File: src/source/cpe_pkg.sv
////////////////////////////////////////
// Shared definitions for the register-access path
// Address is 19 bits, top 3 bits select the unit
// Only unit codes 0 and 1 are mapped, others are dropped
// Plain strobes, no handshake and no back-pressure
////////////////////////////////////////

`default_nettype none

package cpe_pkg;

    ////////////////////////////////////////
    // Widths and unit codes
    ////////////////////////////////////////
    localparam int ADDR_W = 19;
    localparam int DATA_W = 32;
    localparam int UNIT_W = 3;

    localparam logic [UNIT_W-1:0] UNIT_ISC  = 3'd0;
    localparam logic [UNIT_W-1:0] UNIT_GATE = 3'd1;

    // Gate control table geometry
    localparam int GATE_ENTRIES = 16;
    localparam int GATE_IDX_W   = 4;

    ////////////////////////////////////////
    // Address views
    ////////////////////////////////////////

    // Fixed register view, used when the fixed flag is set
    typedef struct packed {
        logic [UNIT_W-1:0]        unit;
        logic [ADDR_W-UNIT_W-1:0] reg_idx;
    } cpe_fix_addr_t;

    // Table view, used when the fixed flag is clear
    typedef struct packed {
        logic [UNIT_W-1:0]        unit;
        logic [ADDR_W-UNIT_W-1:0] entry;
    } cpe_tbl_addr_t;

    typedef union packed {
        cpe_fix_addr_t fix;
        cpe_tbl_addr_t tbl;
    } cpe_addr_u;

    ////////////////////////////////////////
    // Command and response words
    ////////////////////////////////////////

    // One host command, write wins if both strobes are high
    typedef struct packed {
        logic              wr;
        logic              rd;
        logic              fixed;
        cpe_addr_u         addr;
        logic [DATA_W-1:0] wdata;
    } cpe_cmd_t;

    // One read answer, all zero when idle
    typedef struct packed {
        logic              valid;
        logic              fixed;
        cpe_addr_u         addr;
        logic [DATA_W-1:0] rdata;
    } cpe_rsp_t;

endpackage

`default_nettype wire

File: src/source/cmd_parse.sv
////////////////////////////////////////
// Command parser
// One command per cycle, one cycle of latency
// Strobes reach only the unit named by the
// address unit field, unknown units are dropped
// Both strobes are passed as given, the units
// apply write precedence themselves
////////////////////////////////////////

`timescale 1ns/100ps
`default_nettype none

module cmd_parse (
    input  wire               i_clk,
    input  wire               i_rst_n,
    input  cpe_pkg::cpe_cmd_t i_cmd,
    output cpe_pkg::cpe_cmd_t o_isc_cmd,
    output cpe_pkg::cpe_cmd_t o_gate_cmd
);

    logic [cpe_pkg::UNIT_W-1:0] unit_sel;
    logic                       sel_isc;
    logic                       sel_gate;

    ////////////////////////////////////////
    // Unit decode
    ////////////////////////////////////////

    // Unit field sits in the same place in both address views
    assign unit_sel = i_cmd.addr.fix.unit;
    assign sel_isc  = (unit_sel == cpe_pkg::UNIT_ISC);
    assign sel_gate = (unit_sel == cpe_pkg::UNIT_GATE);

    ////////////////////////////////////////
    // Per-unit command registers
    ////////////////////////////////////////

    always_ff @(posedge i_clk or negedge i_rst_n) begin
        if (!i_rst_n) begin
            o_isc_cmd <= '0;
        end
        else begin
            // Payload follows the input, strobes only on a match
            o_isc_cmd.fixed <= i_cmd.fixed;
            o_isc_cmd.addr  <= i_cmd.addr;
            o_isc_cmd.wdata <= i_cmd.wdata;
            o_isc_cmd.wr    <= i_cmd.wr & sel_isc;
            o_isc_cmd.rd    <= i_cmd.rd & sel_isc;
        end
    end

    always_ff @(posedge i_clk or negedge i_rst_n) begin
        if (!i_rst_n) begin
            o_gate_cmd <= '0;
        end
        else begin
            o_gate_cmd.fixed <= i_cmd.fixed;
            o_gate_cmd.addr  <= i_cmd.addr;
            o_gate_cmd.wdata <= i_cmd.wdata;
            o_gate_cmd.wr    <= i_cmd.wr & sel_gate;
            o_gate_cmd.rd    <= i_cmd.rd & sel_gate;
        end
    end

endmodule

`default_nettype wire

File: src/source/isc_regs.sv
////////////////////////////////////////
// Ingress statistics unit
// Only fixed register 0 is readable, it holds
// a 32-bit packet count that wraps
// Writes are ignored and give no response
////////////////////////////////////////

`timescale 1ns/100ps
`default_nettype none

module isc_regs (
    input  wire               i_clk,
    input  wire               i_rst_n,
    input  cpe_pkg::cpe_cmd_t i_cmd,
    input  wire               i_pkt,
    output cpe_pkg::cpe_rsp_t o_rsp
);

    logic [cpe_pkg::DATA_W-1:0] pkt_cnt;
    logic                       rd_hit;

    ////////////////////////////////////////
    // Packet counter
    ////////////////////////////////////////

    always_ff @(posedge i_clk or negedge i_rst_n) begin
        if (!i_rst_n) begin
            pkt_cnt <= '0;
        end
        else if (i_pkt) begin
            pkt_cnt <= pkt_cnt + 1'b1;
        end
    end

    ////////////////////////////////////////
    // Read response
    ////////////////////////////////////////

    // A write in the same cycle masks the read
    assign rd_hit = i_cmd.rd && !i_cmd.wr && i_cmd.fixed &&
                    (i_cmd.addr.fix.reg_idx == '0);

    always_ff @(posedge i_clk or negedge i_rst_n) begin
        if (!i_rst_n) begin
            o_rsp <= '0;
        end
        else if (rd_hit) begin
            // Count as it stood before this edge
            o_rsp.valid <= 1'b1;
            o_rsp.fixed <= i_cmd.fixed;
            o_rsp.addr  <= i_cmd.addr;
            o_rsp.rdata <= pkt_cnt;
        end
        else begin
            o_rsp <= '0;
        end
    end

endmodule

`default_nettype wire

File: src/source/gate_cfg_regs.sv
////////////////////////////////////////
// Gate configuration unit
// Fixed register 0 is the cycle time
// Table entries 0 to 15 are the gate list
// Other locations ignore writes and stay silent on reads
// A read returns the value held before the edge
////////////////////////////////////////

`timescale 1ns/100ps
`default_nettype none

module gate_cfg_regs (
    input  wire               i_clk,
    input  wire               i_rst_n,
    input  cpe_pkg::cpe_cmd_t i_cmd,
    output cpe_pkg::cpe_rsp_t o_rsp
);

    logic [cpe_pkg::DATA_W-1:0] cycle_time;
    logic [cpe_pkg::DATA_W-1:0] gate_tbl [cpe_pkg::GATE_ENTRIES];

    logic                           hit_cyc;
    logic                           hit_tbl;
    logic [cpe_pkg::GATE_IDX_W-1:0] tbl_idx;
    logic                           do_wr;
    logic                           do_rd;

    ////////////////////////////////////////
    // Location decode
    ////////////////////////////////////////

    assign hit_cyc = i_cmd.fixed && (i_cmd.addr.fix.reg_idx == '0);
    assign hit_tbl = !i_cmd.fixed && (i_cmd.addr.tbl.entry < cpe_pkg::GATE_ENTRIES);
    assign tbl_idx = i_cmd.addr.tbl.entry[cpe_pkg::GATE_IDX_W-1:0];

    // Write has precedence over read
    assign do_wr = i_cmd.wr;
    assign do_rd = i_cmd.rd && !i_cmd.wr;

    ////////////////////////////////////////
    // Register storage
    ////////////////////////////////////////

    always_ff @(posedge i_clk or negedge i_rst_n) begin
        if (!i_rst_n) begin
            cycle_time <= '0;
            for (int i = 0; i < cpe_pkg::GATE_ENTRIES; i++) begin
                gate_tbl[i] <= '0;
            end
        end
        else if (do_wr) begin
            if (hit_cyc) begin
                cycle_time <= i_cmd.wdata;
            end
            else if (hit_tbl) begin
                gate_tbl[tbl_idx] <= i_cmd.wdata;
            end
        end
    end

    ////////////////////////////////////////
    // Read response
    ////////////////////////////////////////

    always_ff @(posedge i_clk or negedge i_rst_n) begin
        if (!i_rst_n) begin
            o_rsp <= '0;
        end
        else if (do_rd && (hit_cyc || hit_tbl)) begin
            o_rsp.valid <= 1'b1;
            o_rsp.fixed <= i_cmd.fixed;
            o_rsp.addr  <= i_cmd.addr;
            o_rsp.rdata <= hit_cyc ? cycle_time : gate_tbl[tbl_idx];
        end
        else begin
            o_rsp <= '0;
        end
    end

endmodule

`default_nettype wire

File: src/source/rsp_merge.sv
////////////////////////////////////////
// Response merger
// At most one unit answers per cycle since the
// parser routes each command to one unit only
// Output is one register stage, zero when idle
////////////////////////////////////////

`timescale 1ns/100ps
`default_nettype none

module rsp_merge (
    input  wire               i_clk,
    input  wire               i_rst_n,
    input  cpe_pkg::cpe_rsp_t i_isc_rsp,
    input  cpe_pkg::cpe_rsp_t i_gate_rsp,
    output cpe_pkg::cpe_rsp_t o_rsp
);

    cpe_pkg::cpe_rsp_t rsp_sel;

    // Pick by valid bits, no address decode here
    always_comb begin
        if (i_isc_rsp.valid) begin
            rsp_sel = i_isc_rsp;
        end
        else if (i_gate_rsp.valid) begin
            rsp_sel = i_gate_rsp;
        end
        else begin
            rsp_sel = '0;
        end
    end

    ////////////////////////////////////////
    // Output register
    ////////////////////////////////////////

    always_ff @(posedge i_clk or negedge i_rst_n) begin
        if (!i_rst_n) begin
            o_rsp <= '0;
        end
        else begin
            o_rsp <= rsp_sel;
        end
    end

endmodule

`default_nettype wire

File: src/source/cpe_top.sv
////////////////////////////////////////
// Register-access top level
// Read to response latency is 3 cycles, fixed
// One command per cycle, no stall on responses
////////////////////////////////////////

`timescale 1ns/100ps
`default_nettype none

module cpe_top (
    input  wire               i_clk,
    input  wire               i_rst_n,
    input  cpe_pkg::cpe_cmd_t i_cmd,
    input  wire               i_pkt,
    output cpe_pkg::cpe_rsp_t o_rsp
);

    // Parser to units
    cpe_pkg::cpe_cmd_t isc_cmd;
    cpe_pkg::cpe_cmd_t gate_cmd;

    // Units to merger
    cpe_pkg::cpe_rsp_t isc_rsp;
    cpe_pkg::cpe_rsp_t gate_rsp;

    cmd_parse u_parse (
        .i_clk      (i_clk),
        .i_rst_n    (i_rst_n),
        .i_cmd      (i_cmd),
        .o_isc_cmd  (isc_cmd),
        .o_gate_cmd (gate_cmd)
    );

    isc_regs u_isc (
        .i_clk   (i_clk),
        .i_rst_n (i_rst_n),
        .i_cmd   (isc_cmd),
        .i_pkt   (i_pkt),
        .o_rsp   (isc_rsp)
    );

    gate_cfg_regs u_gate (
        .i_clk   (i_clk),
        .i_rst_n (i_rst_n),
        .i_cmd   (gate_cmd),
        .o_rsp   (gate_rsp)
    );

    rsp_merge u_merge (
        .i_clk      (i_clk),
        .i_rst_n    (i_rst_n),
        .i_isc_rsp  (isc_rsp),
        .i_gate_rsp (gate_rsp),
        .o_rsp      (o_rsp)
    );

endmodule

`default_nettype wire

File: config.mk
export PLATFORM = sky130hd
export DESIGN_NAME = cpe_top
export DESIGN_NICKNAME = d
export VERILOG_FILES = /design/src/source/cpe_pkg.sv /design/src/source/cmd_parse.sv /design/src/source/isc_regs.sv /design/src/source/gate_cfg_regs.sv /design/src/source/rsp_merge.sv /design/src/source/cpe_top.sv
export SDC_FILE = /design/constraint.sdc
export NUM_CORES = 1
export LEC_CHECK = 0
export ABC_CLOCK_PERIOD_IN_PS = 6400
export BUFFER_PORTS_ARGS = -buffer_cell sky130_fd_sc_hd__buf_2
export CORE_MARGIN = 2
export CORE_UTILIZATION = 30
export CTS_BUF_LIST = sky130_fd_sc_hd__clkbuf_8 sky130_fd_sc_hd__clkbuf_16
export CTS_CLUSTER_DIAMETER = 200
export DETAILED_ROUTE_END_ITERATION = 16
export SLEW_MARGIN = 20
export SYNTH_ARGS = -nofsm -noshare
export SYNTH_HDL_FRONTEND = slang
export SYNTH_HIERARCHICAL = 1
export SYNTH_SLANG_ARGS = --single-unit
File: constraint.sdc
create_clock -name i_clk -period 6.4 [get_ports i_clk]
set_clock_uncertainty 0.05 [all_clocks]
set_input_delay 1.28 -clock i_clk [delete_from_list [all_inputs] [get_ports i_clk]]
set_output_delay 1.28 -clock i_clk [all_outputs]
set_load 0.01 [all_outputs]
* After elaboration in Yosys (flattened, before gate mapping)
Cells that the tools add are included.
** Storage, ports and cells
- Register bits :: 791
- Bits of input ports :: 57
- Word-level logic and storage cells :: 75
** Operators by class
- Add/sub/neg operators :: 1
- Eq/ne operators :: 1
- Magnitude comparators :: 3
- Reduce and logical (&&, ||, !) cells :: 16
- Bitwise operators :: 6
- Mux-type cells :: 11
** Operators with widths (number)
- 512-bit bitwise mux :: 1
- 53-bit two-way mux :: 4
- 32-bit binary-select mux with 4-bit select :: 1
- 32-bit demux with 4-bit select :: 1
- 32-bit two-way mux :: 4
- 32-bit by 1-bit adder with 32-bit output, second input constant :: 1
- 16-bit zero test :: 1
- 16-bit by 5-bit < comparator with 1-bit output, second input constant :: 1
- 1-bit logical AND :: 8
- 5-bit greater-or-equal comparator, second input constant :: 1
- 5-bit by 1-bit < comparator with 1-bit output, second input constant :: 1
- 4-bit NOT with 5-bit output :: 1
- 1-bit bitwise AND :: 4
- 3-bit by 1-bit equality test with 1-bit output, second input constant :: 1
- 1-bit zero test :: 3
- 3-bit zero test :: 1
- 3-bit AND reduction :: 1
- 2-bit AND reduction :: 1
- 1-bit logical OR :: 1
- 1-bit NOT :: 1

* Longest topological paths before layout
Gate-level depths: netlist of run 1.
- Word-level depth :: 6
- Depth in mapped cells :: 7
- Mapped depth without buffers :: 5

* By module
The synthesis of run 1 kept the hierarchy.
** Modules (own cells, without submodules)
- gate_cfg_regs :: sequential area each 14939.3 µm², instances 1, cells an instance 1579, area an instance 26356.5 µm²
- isc_regs :: sequential area each 2127.0 µm², instances 1, cells an instance 219, area an instance 3074.2 µm²
- rsp_merge :: sequential area each 1326.3 µm², instances 1, cells an instance 121, area an instance 1956.9 µm²
- cmd_parse :: sequential area each 1401.3 µm², instances 1, cells an instance 112, area an instance 1829.3 µm²

* Worst setup path after synthesis of run 1
Ideal clock, no wire load.
- Path kind :: in2reg
- From :: input port i_pkt
- To :: register u_isc/pkt_cnt[26] (netlist name)
- Data arrival time :: 2.192 ns
- Path slack :: 4.035 ns
- Data required time :: 6.227 ns
- Buffers on the path :: 0
- Setup time :: 0.123 ns
- Stages :: 4
- Cells stage by stage :: nand4_2 nor4_4 nand4_1 xnor2_1
** RTL lines
- from (decl) :: RTL line cpe_top.sv:14 : input wire i_pkt,
- to (signal assigned) :: RTL line isc_regs.sv:31 : pkt_cnt <= pkt_cnt + 1'b1;
- to (decl) :: RTL line isc_regs.sv:19 : logic [cpe_pkg::DATA_W-1:0] pkt_cnt;

* Worst setup path after layout of run 1
- From :: register u_parse/o_gate_cmd[35] (netlist name)
- To :: register u_gate/o_rsp[0] (netlist name)
** On the way
- Longest elaborated chain between the ends :: 6
** Ends and longest elaborated chain
- from (decl) :: RTL line cmd_parse.sv:18 : output cpe_pkg::cpe_cmd_t o_gate_cmd
- parallel branches: the longest is 5 deep, another holds 16-bit by 5-bit < comparator with 1-bit output
- 53-bit two-way mux (*) :: RTL line gate_cfg_regs.sv:69 : else if (do_rd && (hit_cyc || hit_tbl)) begin
- to (decl) :: RTL line gate_cfg_regs.sv:16 : output cpe_pkg::cpe_rsp_t o_rsp
Mark *: on every way between the ends. The select of a mux whose other input is x is not followed.
A chain may end at the register's enable or synchronous reset.

==> qor.yml, run 1 <==
status: "finished, final reports clean"
post_cts_buffers: 0
viasPerCell: 4.917
fp.coreArea_um2: 109000
die_area_um2: 112600
final_area_um2: 37810
dpl.hpwl_mm: 45.27
end_kind: "flip-flop"
max_freq_mhz: 269.6
rsz0062_at_grt: "no"
placement.io_buffers: 109
hp-class: "flip-flop to flip-flop"
slew_violations: 0
cp_num_buf_inv: 2
antenna_cells: 0
crit_top_cell: "buf_4"
path_clk_slew_ns: 0.06
power_frac_seq: 0.488
syn_to_final_growth_pct: 14.66
grt_usage: 0.1408
root_buffer: "clkbuf_16"
fin_tns_setup_ns: 0
place.gp.congestion: 0.7429
overflow: 0
placed_area_um2: 34780
slew_headroom: 0.2762
grt_max_degree: 167
vias: 17570
grt_pass1_vias: 19600
die_y_um: 335.5
crit_path_start_kind: "flip-flop"
drc: 0
ctsLongestPathBuffers: 3
pwr-share-clk: 0.486
clock-sinks: 791
routedWlPerCell_um: 21.88
instances_no_fill: 3574
ys_warn_count: 6
cts_tree: "built"
antenna_found_initial: 4
finalHoldViolCount: 0
layout-drive-gt1-share: 0.4449
htreeDepth: 3
cts_buffers: 86
worstMarginPinSlew_ns: 1.086
numPlacedInstances: 3414
cp.arrival_ns: 4.17
synthCells: 1999
slowest_stage: "dfrtp_4"
worstPathCellList: "buf_4, buf_4, mux4_2, mux2_2, a221o_1"
final-setup-viol-count: 0
syn-cell-area_um2: 32980
maxCapViolCount: 0
switching_power_w: 0.002352
power_frac_comb: 0.026
swShare: 0.2224
drt-total-wl_mm: 78.19
max_stage_delay_ns: 1.12
insertion_delay_ns: 0.64
required_ns: 6.86
vdd_ir_drop_max_v: 0.0001842
dieWidth_um: 335.5
boundaryPins: 110
num_rows: 121
post-route-util: 0.3469
cp_top_family: "buffers and inverters"
leakagePower_nw: 18.32
drt-initial-drc-count: 1086
dr.pass1.iters: 7
avgSynthCellArea_um2: 16.50
start_util: 0.3025
postCtsHoldBufs: 0
fin_crit_sh: 0.5796
power.density_nw_per_um2: 279.7
worstPathMaxFanout: 61
cts_resized: 0
critPathKind: "flip-flop to flip-flop"
period_minus_slack_ns: 3.710
antenna_left: 0
layout.nets: 2148
internal_power_w: 0.008225
grt_pass1_wl_mm: 122.0
-- metrics by stage --
step	hold WS, ns	power, W	setup slack (ns)
finish	0.4130	0.01058	2.690
global route	0.4281	0.01098	2.615
CTS	0.4133	0.01072	2.687
detailed placement	0.4027	0.005537	2.682
global placement	0.3982	0.005519	2.717
floorplan	0.3813	0.005347	4.035
-- path summary, 6_finish.rpt --
kind | end | slack, ns | from | depth (start not counted)
setup / recovery | u_gate/o_rsp[0] | 2.69 | u_parse/o_gate_cmd[35] | 5
min in group asynchronous | u_gate/gate_tbl[456] | 0.46 | i_rst_n | 1
hold / removal | u_merge/o_rsp[47] | 0.41 | u_gate/o_rsp[47] | 1
hold reg to reg | u_merge/o_rsp[47] | 0.41 | u_gate/o_rsp[47] | 1
max in group asynchronous | u_parse/o_gate_cmd[33] | 3.98 | i_rst_n | 3
setup reg to reg | u_gate/o_rsp[0] | 2.69 | u_parse/o_gate_cmd[35] | 5
-- sequential cells by signal (all words and copies together), names as in the netlist --
signal	flops
u_parse/o_isc_cmd	35
u_merge/o_rsp	53
u_isc/o_rsp	53
u_isc/pkt_cnt	32
u_gate/o_rsp	53
u_gate/cycle_time	32
u_gate/gate_tbl	512
u_parse/o_gate_cmd	21
-- layout by cell type, fill, tap and decap left out, drive strengths merged, types with 2 or more instances in the layout --
master      n
nor4bb      4
nor4       16
xor2        6
a221o      32
nand2b      3
buf       148
nor2       10
nor3       42
inv        22
nand4      18
clkinv     23
a22o       51
conb       28
clkinvlp    5
mux2      577
bufinv     11
mux4      128
nand3      13
nand2      15
and4        2
and3        4
xnor2      25
dfrtp     791
mux2i      32
and2       42
nor4b       2
or2         2
nor2b       3
clkbuf     99
-- routing by layer --
metal	up-vias	share of wire	global-route usage	routed length [µm]
met1	9621	0.45	0.1854	34800
li1	7486	-	-	-
met3	116	0.040	0.02333	3101
met5	-	0.00061	0	48
met2	343	0.49	0.2374	38560
met4	8	0.021	0.04332	1668
-- final cells by class --
type                            count  area (µm²)
Clock buffer                       99        2354
Clock inverter                     59       623.1
Fill cell                       10280       71190
Inverter                            2       7.507
Multi-Input combinational cell   1061       12310
Sequential cell                   791       19810
Tap cell                         1414        1769
Timing Repair Buffer              148       938.4
-- worst register-to-register path: cells and delay by family, from the launching register on --
| family | cells | cell delay [ns] |
|---|---|---|
| buffers and inverters | 2 | 1.44 |
| DFF | 1 | 1.12 |
| muxes | 2 | 0.67 |
| AOI/OAI and AO/OA | 1 | 0.32 |
-- power by group through the flow --
stage               registers (W)  logic (W)  clock network [W]
detailed placement        0.00526   0.000279                  0
finish                    0.00517   0.000271            0.00514
floorplan                 0.00519   0.000160                  0
CTS                       0.00517   0.000280            0.00528
global route              0.00518   0.000308            0.00550
global placement          0.00525   0.000269                  0
No activity file was read; power rests on OpenSTA's default activity.
==> run 2: changes to the inputs <==
Settings changed: ABC_AREA set to 1, ABC_CLOCK_PERIOD_IN_PS 6400 to 3450.
Clock period 6.4 ns to 3.45 ns, I/O delays scaled along.
==> qor.yml, run 2 <==
required_ns: 3.91  # -2.95 ns
largest-register: "u_gate/gate_tbl"
nFillCells: 12650  # +23%
worstPathMaxFanout: 33  # -46%
antenna_found_initial: 16  # +12
fp.coreArea_um2: 121900  # +12%
start_util: 0.3029  # +0.0003965
leakagePower_nw: 21.43  # +17%
fin_crit_sh: 0.8068  # +0.2271
overflow: 0  # unchanged
rr_startpoint: "u_parse/o_gate_cmd[36]"
root_buffer: "clkbuf_16"
boundaryPins: 110  # unchanged
layout.nets: 4834  # +130%
hp-class: "input port to flip-flop"
grt_pass1_wl_mm: 160.8  # +32%
grt_max_degree: 162  # -3.0%
antenna_left: 0  # unchanged
holdWs_ns: 0.08721  # -0.3258 ns
largest_register_ffs: 512  # unchanged
die_area_um2: 125900  # +12%
internal_power_w: 0.01557  # +89%
critPathKind: "flip-flop to flip-flop"
slowest_stage: "nor2_4"
layout_commonest_cell: "nand2_1"
worstPathCellList: "nor2_1, nand3_1, inv_1, nand4_4, buf_4, nor2_4, buf_4, o21ai_0"
maxCapViolCount: 0  # unchanged
cts_resized: 0  # unchanged
worstMarginPinSlew_ns: 0.9288  # -0.1570 ns
placement.io_buffers: 109  # unchanged
cp.arrival_ns: 3.25  # -0.92 ns
ctsLongestPathBuffers: 3  # unchanged
synthCells: 4803  # +140%
clock-sinks: 791  # unchanged
grt_usage: 0.1615  # +0.02064
insertion_delay_ns: 0.65  # about the same
dpl.hpwl_mm: 59.50  # +31%
regToRegSetupSlack_ns: 0.67  # -2.02 ns
fin_tns_setup_ns: 0  # unchanged
ys_warn_count: 6  # unchanged
crit_top_cell: "buf_4"
crit_path_start_kind: "flip-flop"
path_clk_slew_ns: 0.06  # about the same
swShare: 0.2434  # +0.02105
grt_pass1_vias: 27520  # +40%
end_kind: "flip-flop"
viasPerCell: 4.465  # -9.2%
slew_headroom: 0.3808  # +0.1047
power_frac_seq: 0.466  # -0.022
layout-drive-gt1-share: 0.08922  # -0.3557
pwr-share-clk: 0.475  # -0.011
hold_start: "i_cmd[20]"
avgSynthCellArea_um2: 7.687  # -53%
rsz0062_at_grt: "no"
max_stage_delay_ns: 0.67  # -0.45 ns
min_to: "u_parse/o_isc_cmd[20]"
drc: 0  # unchanged
vdd_ir_drop_max_v: 0.0003435  # +87%
post_cts_buffers: 0  # unchanged
die_y_um: 354.8  # +5.7%
routedWlPerCell_um: 15.69  # -28%
drt-total-wl_mm: 101.5  # +30%
max_freq_mhz: 359.3  # +33%
layout_common_cells: "nand2_1, dfrtp_1, inv_1"
power.density_nw_per_um2: 490.7  # +75%
slew_violations: 0  # unchanged
vias: 28880  # +64%
htreeDepth: 3  # unchanged
switching_power_w: 0.005009  # +110%
syn_to_final_growth_pct: 13.58
period_minus_slack_ns: 2.783  # -0.9264 ns
final-setup-viol-count: 0  # unchanged
cts_buffers: 87  # +1.2%
finalHoldViolCount: 0  # unchanged
cts_tree: "built"
syn-cell-area_um2: 36920  # +12%
drt-initial-drc-count: 2546  # +130%
holdPathStages: 1  # unchanged
power_frac_comb: 0.058  # +0.032
r2r_end: "u_gate/gate_tbl[107]"
status: "finished, final reports clean"
rr_worst_depth: 8  # +3
num_rows: 128  # +5.8%
dieWidth_um: 354.8  # +5.7%
dr.pass1.iters: 5  # -2
place.gp.congestion: 0.7937  # +6.8%
-- run 2: worst max path at each step --
| stage | start | end | slack [ns] |
|---|---|---|---|
| global placement | u_parse/o_gate_cmd[36] | u_gate/gate_tbl[108] | 0.68 |
| detailed placement | u_parse/o_gate_cmd[36] | u_gate/gate_tbl[112] | 0.67 |
| floorplan | u_parse/o_gate_cmd[44] | u_gate/gate_tbl[245] | 1.74 |
| global route | u_parse/o_gate_cmd[36] | u_gate/gate_tbl[103] | 0.46 |
| CTS | u_parse/o_gate_cmd[36] | u_gate/gate_tbl[107] | 0.64 |
| finish | u_parse/o_gate_cmd[36] | u_gate/gate_tbl[107] | 0.67 |
-- run 2: power by group through the flow --
stage | combinational, W | sequential [W] | clock (W)
after floorplan | 0.000810 | 0.00961 | 0
after global placement | 0.00120 | 0.00976 | 0
after detailed placement | 0.00121 | 0.00977 | 0
after CTS | 0.00122 | 0.00960 | 0.0100
after global routing | 0.00137 | 0.00962 | 0.0104
final | 0.00120 | 0.00960 | 0.00978
-- run 2: per-layer routing --
layer / vias to the layer above / global-route usage / wire, µm
li1: 14190 / - / -
met1: 13710 / 0.2252 / 47320
met2: 811 / 0.2605 / 46020
met3: 145 / 0.02754 / 6161
met4: 28 / 0.03992 / 1792
met5: - / 0 / 173
-- run 2: area by class of cell --
| type | count | area [µm²] | area share |
|---|---|---|---|
| diodes | 1 | 2.502 | 0.00005968 |
| inverters | 628 | 2380 | 0.05675 |
| well taps | 1625 | 2033 | 0.04849 |
| clock buffers | 108 | 2489 | 0.05935 |
| clock inverters | 47 | 534.3 | 0.01274 |
| flip-flops and latches | 791 | 19800 | 0.4723 |
| repair buffers | 178 | 1464 | 0.03491 |
| multi-input cells | 3090 | 13230 | 0.3154 |
-- run 2: stage by stage --
stage	instances	area [µm²]	setup WS, ns	total power (W)	util
finish	6468	41930	0.6667	0.02058	0.3441
global route	6468	41930	0.4557	0.02141	0.3441
CTS	6467	41930	0.6361	0.02085	0.3440
detailed placement	6311	38900	0.6655	0.01098	0.3192
global placement	6311	38900	0.6810	0.01096	0.3192
floorplan	4829	37020	1.743	0.01042	-
-- run 2: what timing repair did --
item                                    4_1_cts  5_1_grt
hold endpoints to repair                     29        0
hold buffers                                  1        0
endpoints found under the setup margin        0        0
-- run 2: worst max-delay path, delay by kind of cell (launching register included) --
kind	cells	cell delay, ns
AND/OR/NAND/NOR	4	1.07
AO/OA/AOI/OAI	1	0.16
buffers and inverters	3	0.95
flip-flops	1	0.40
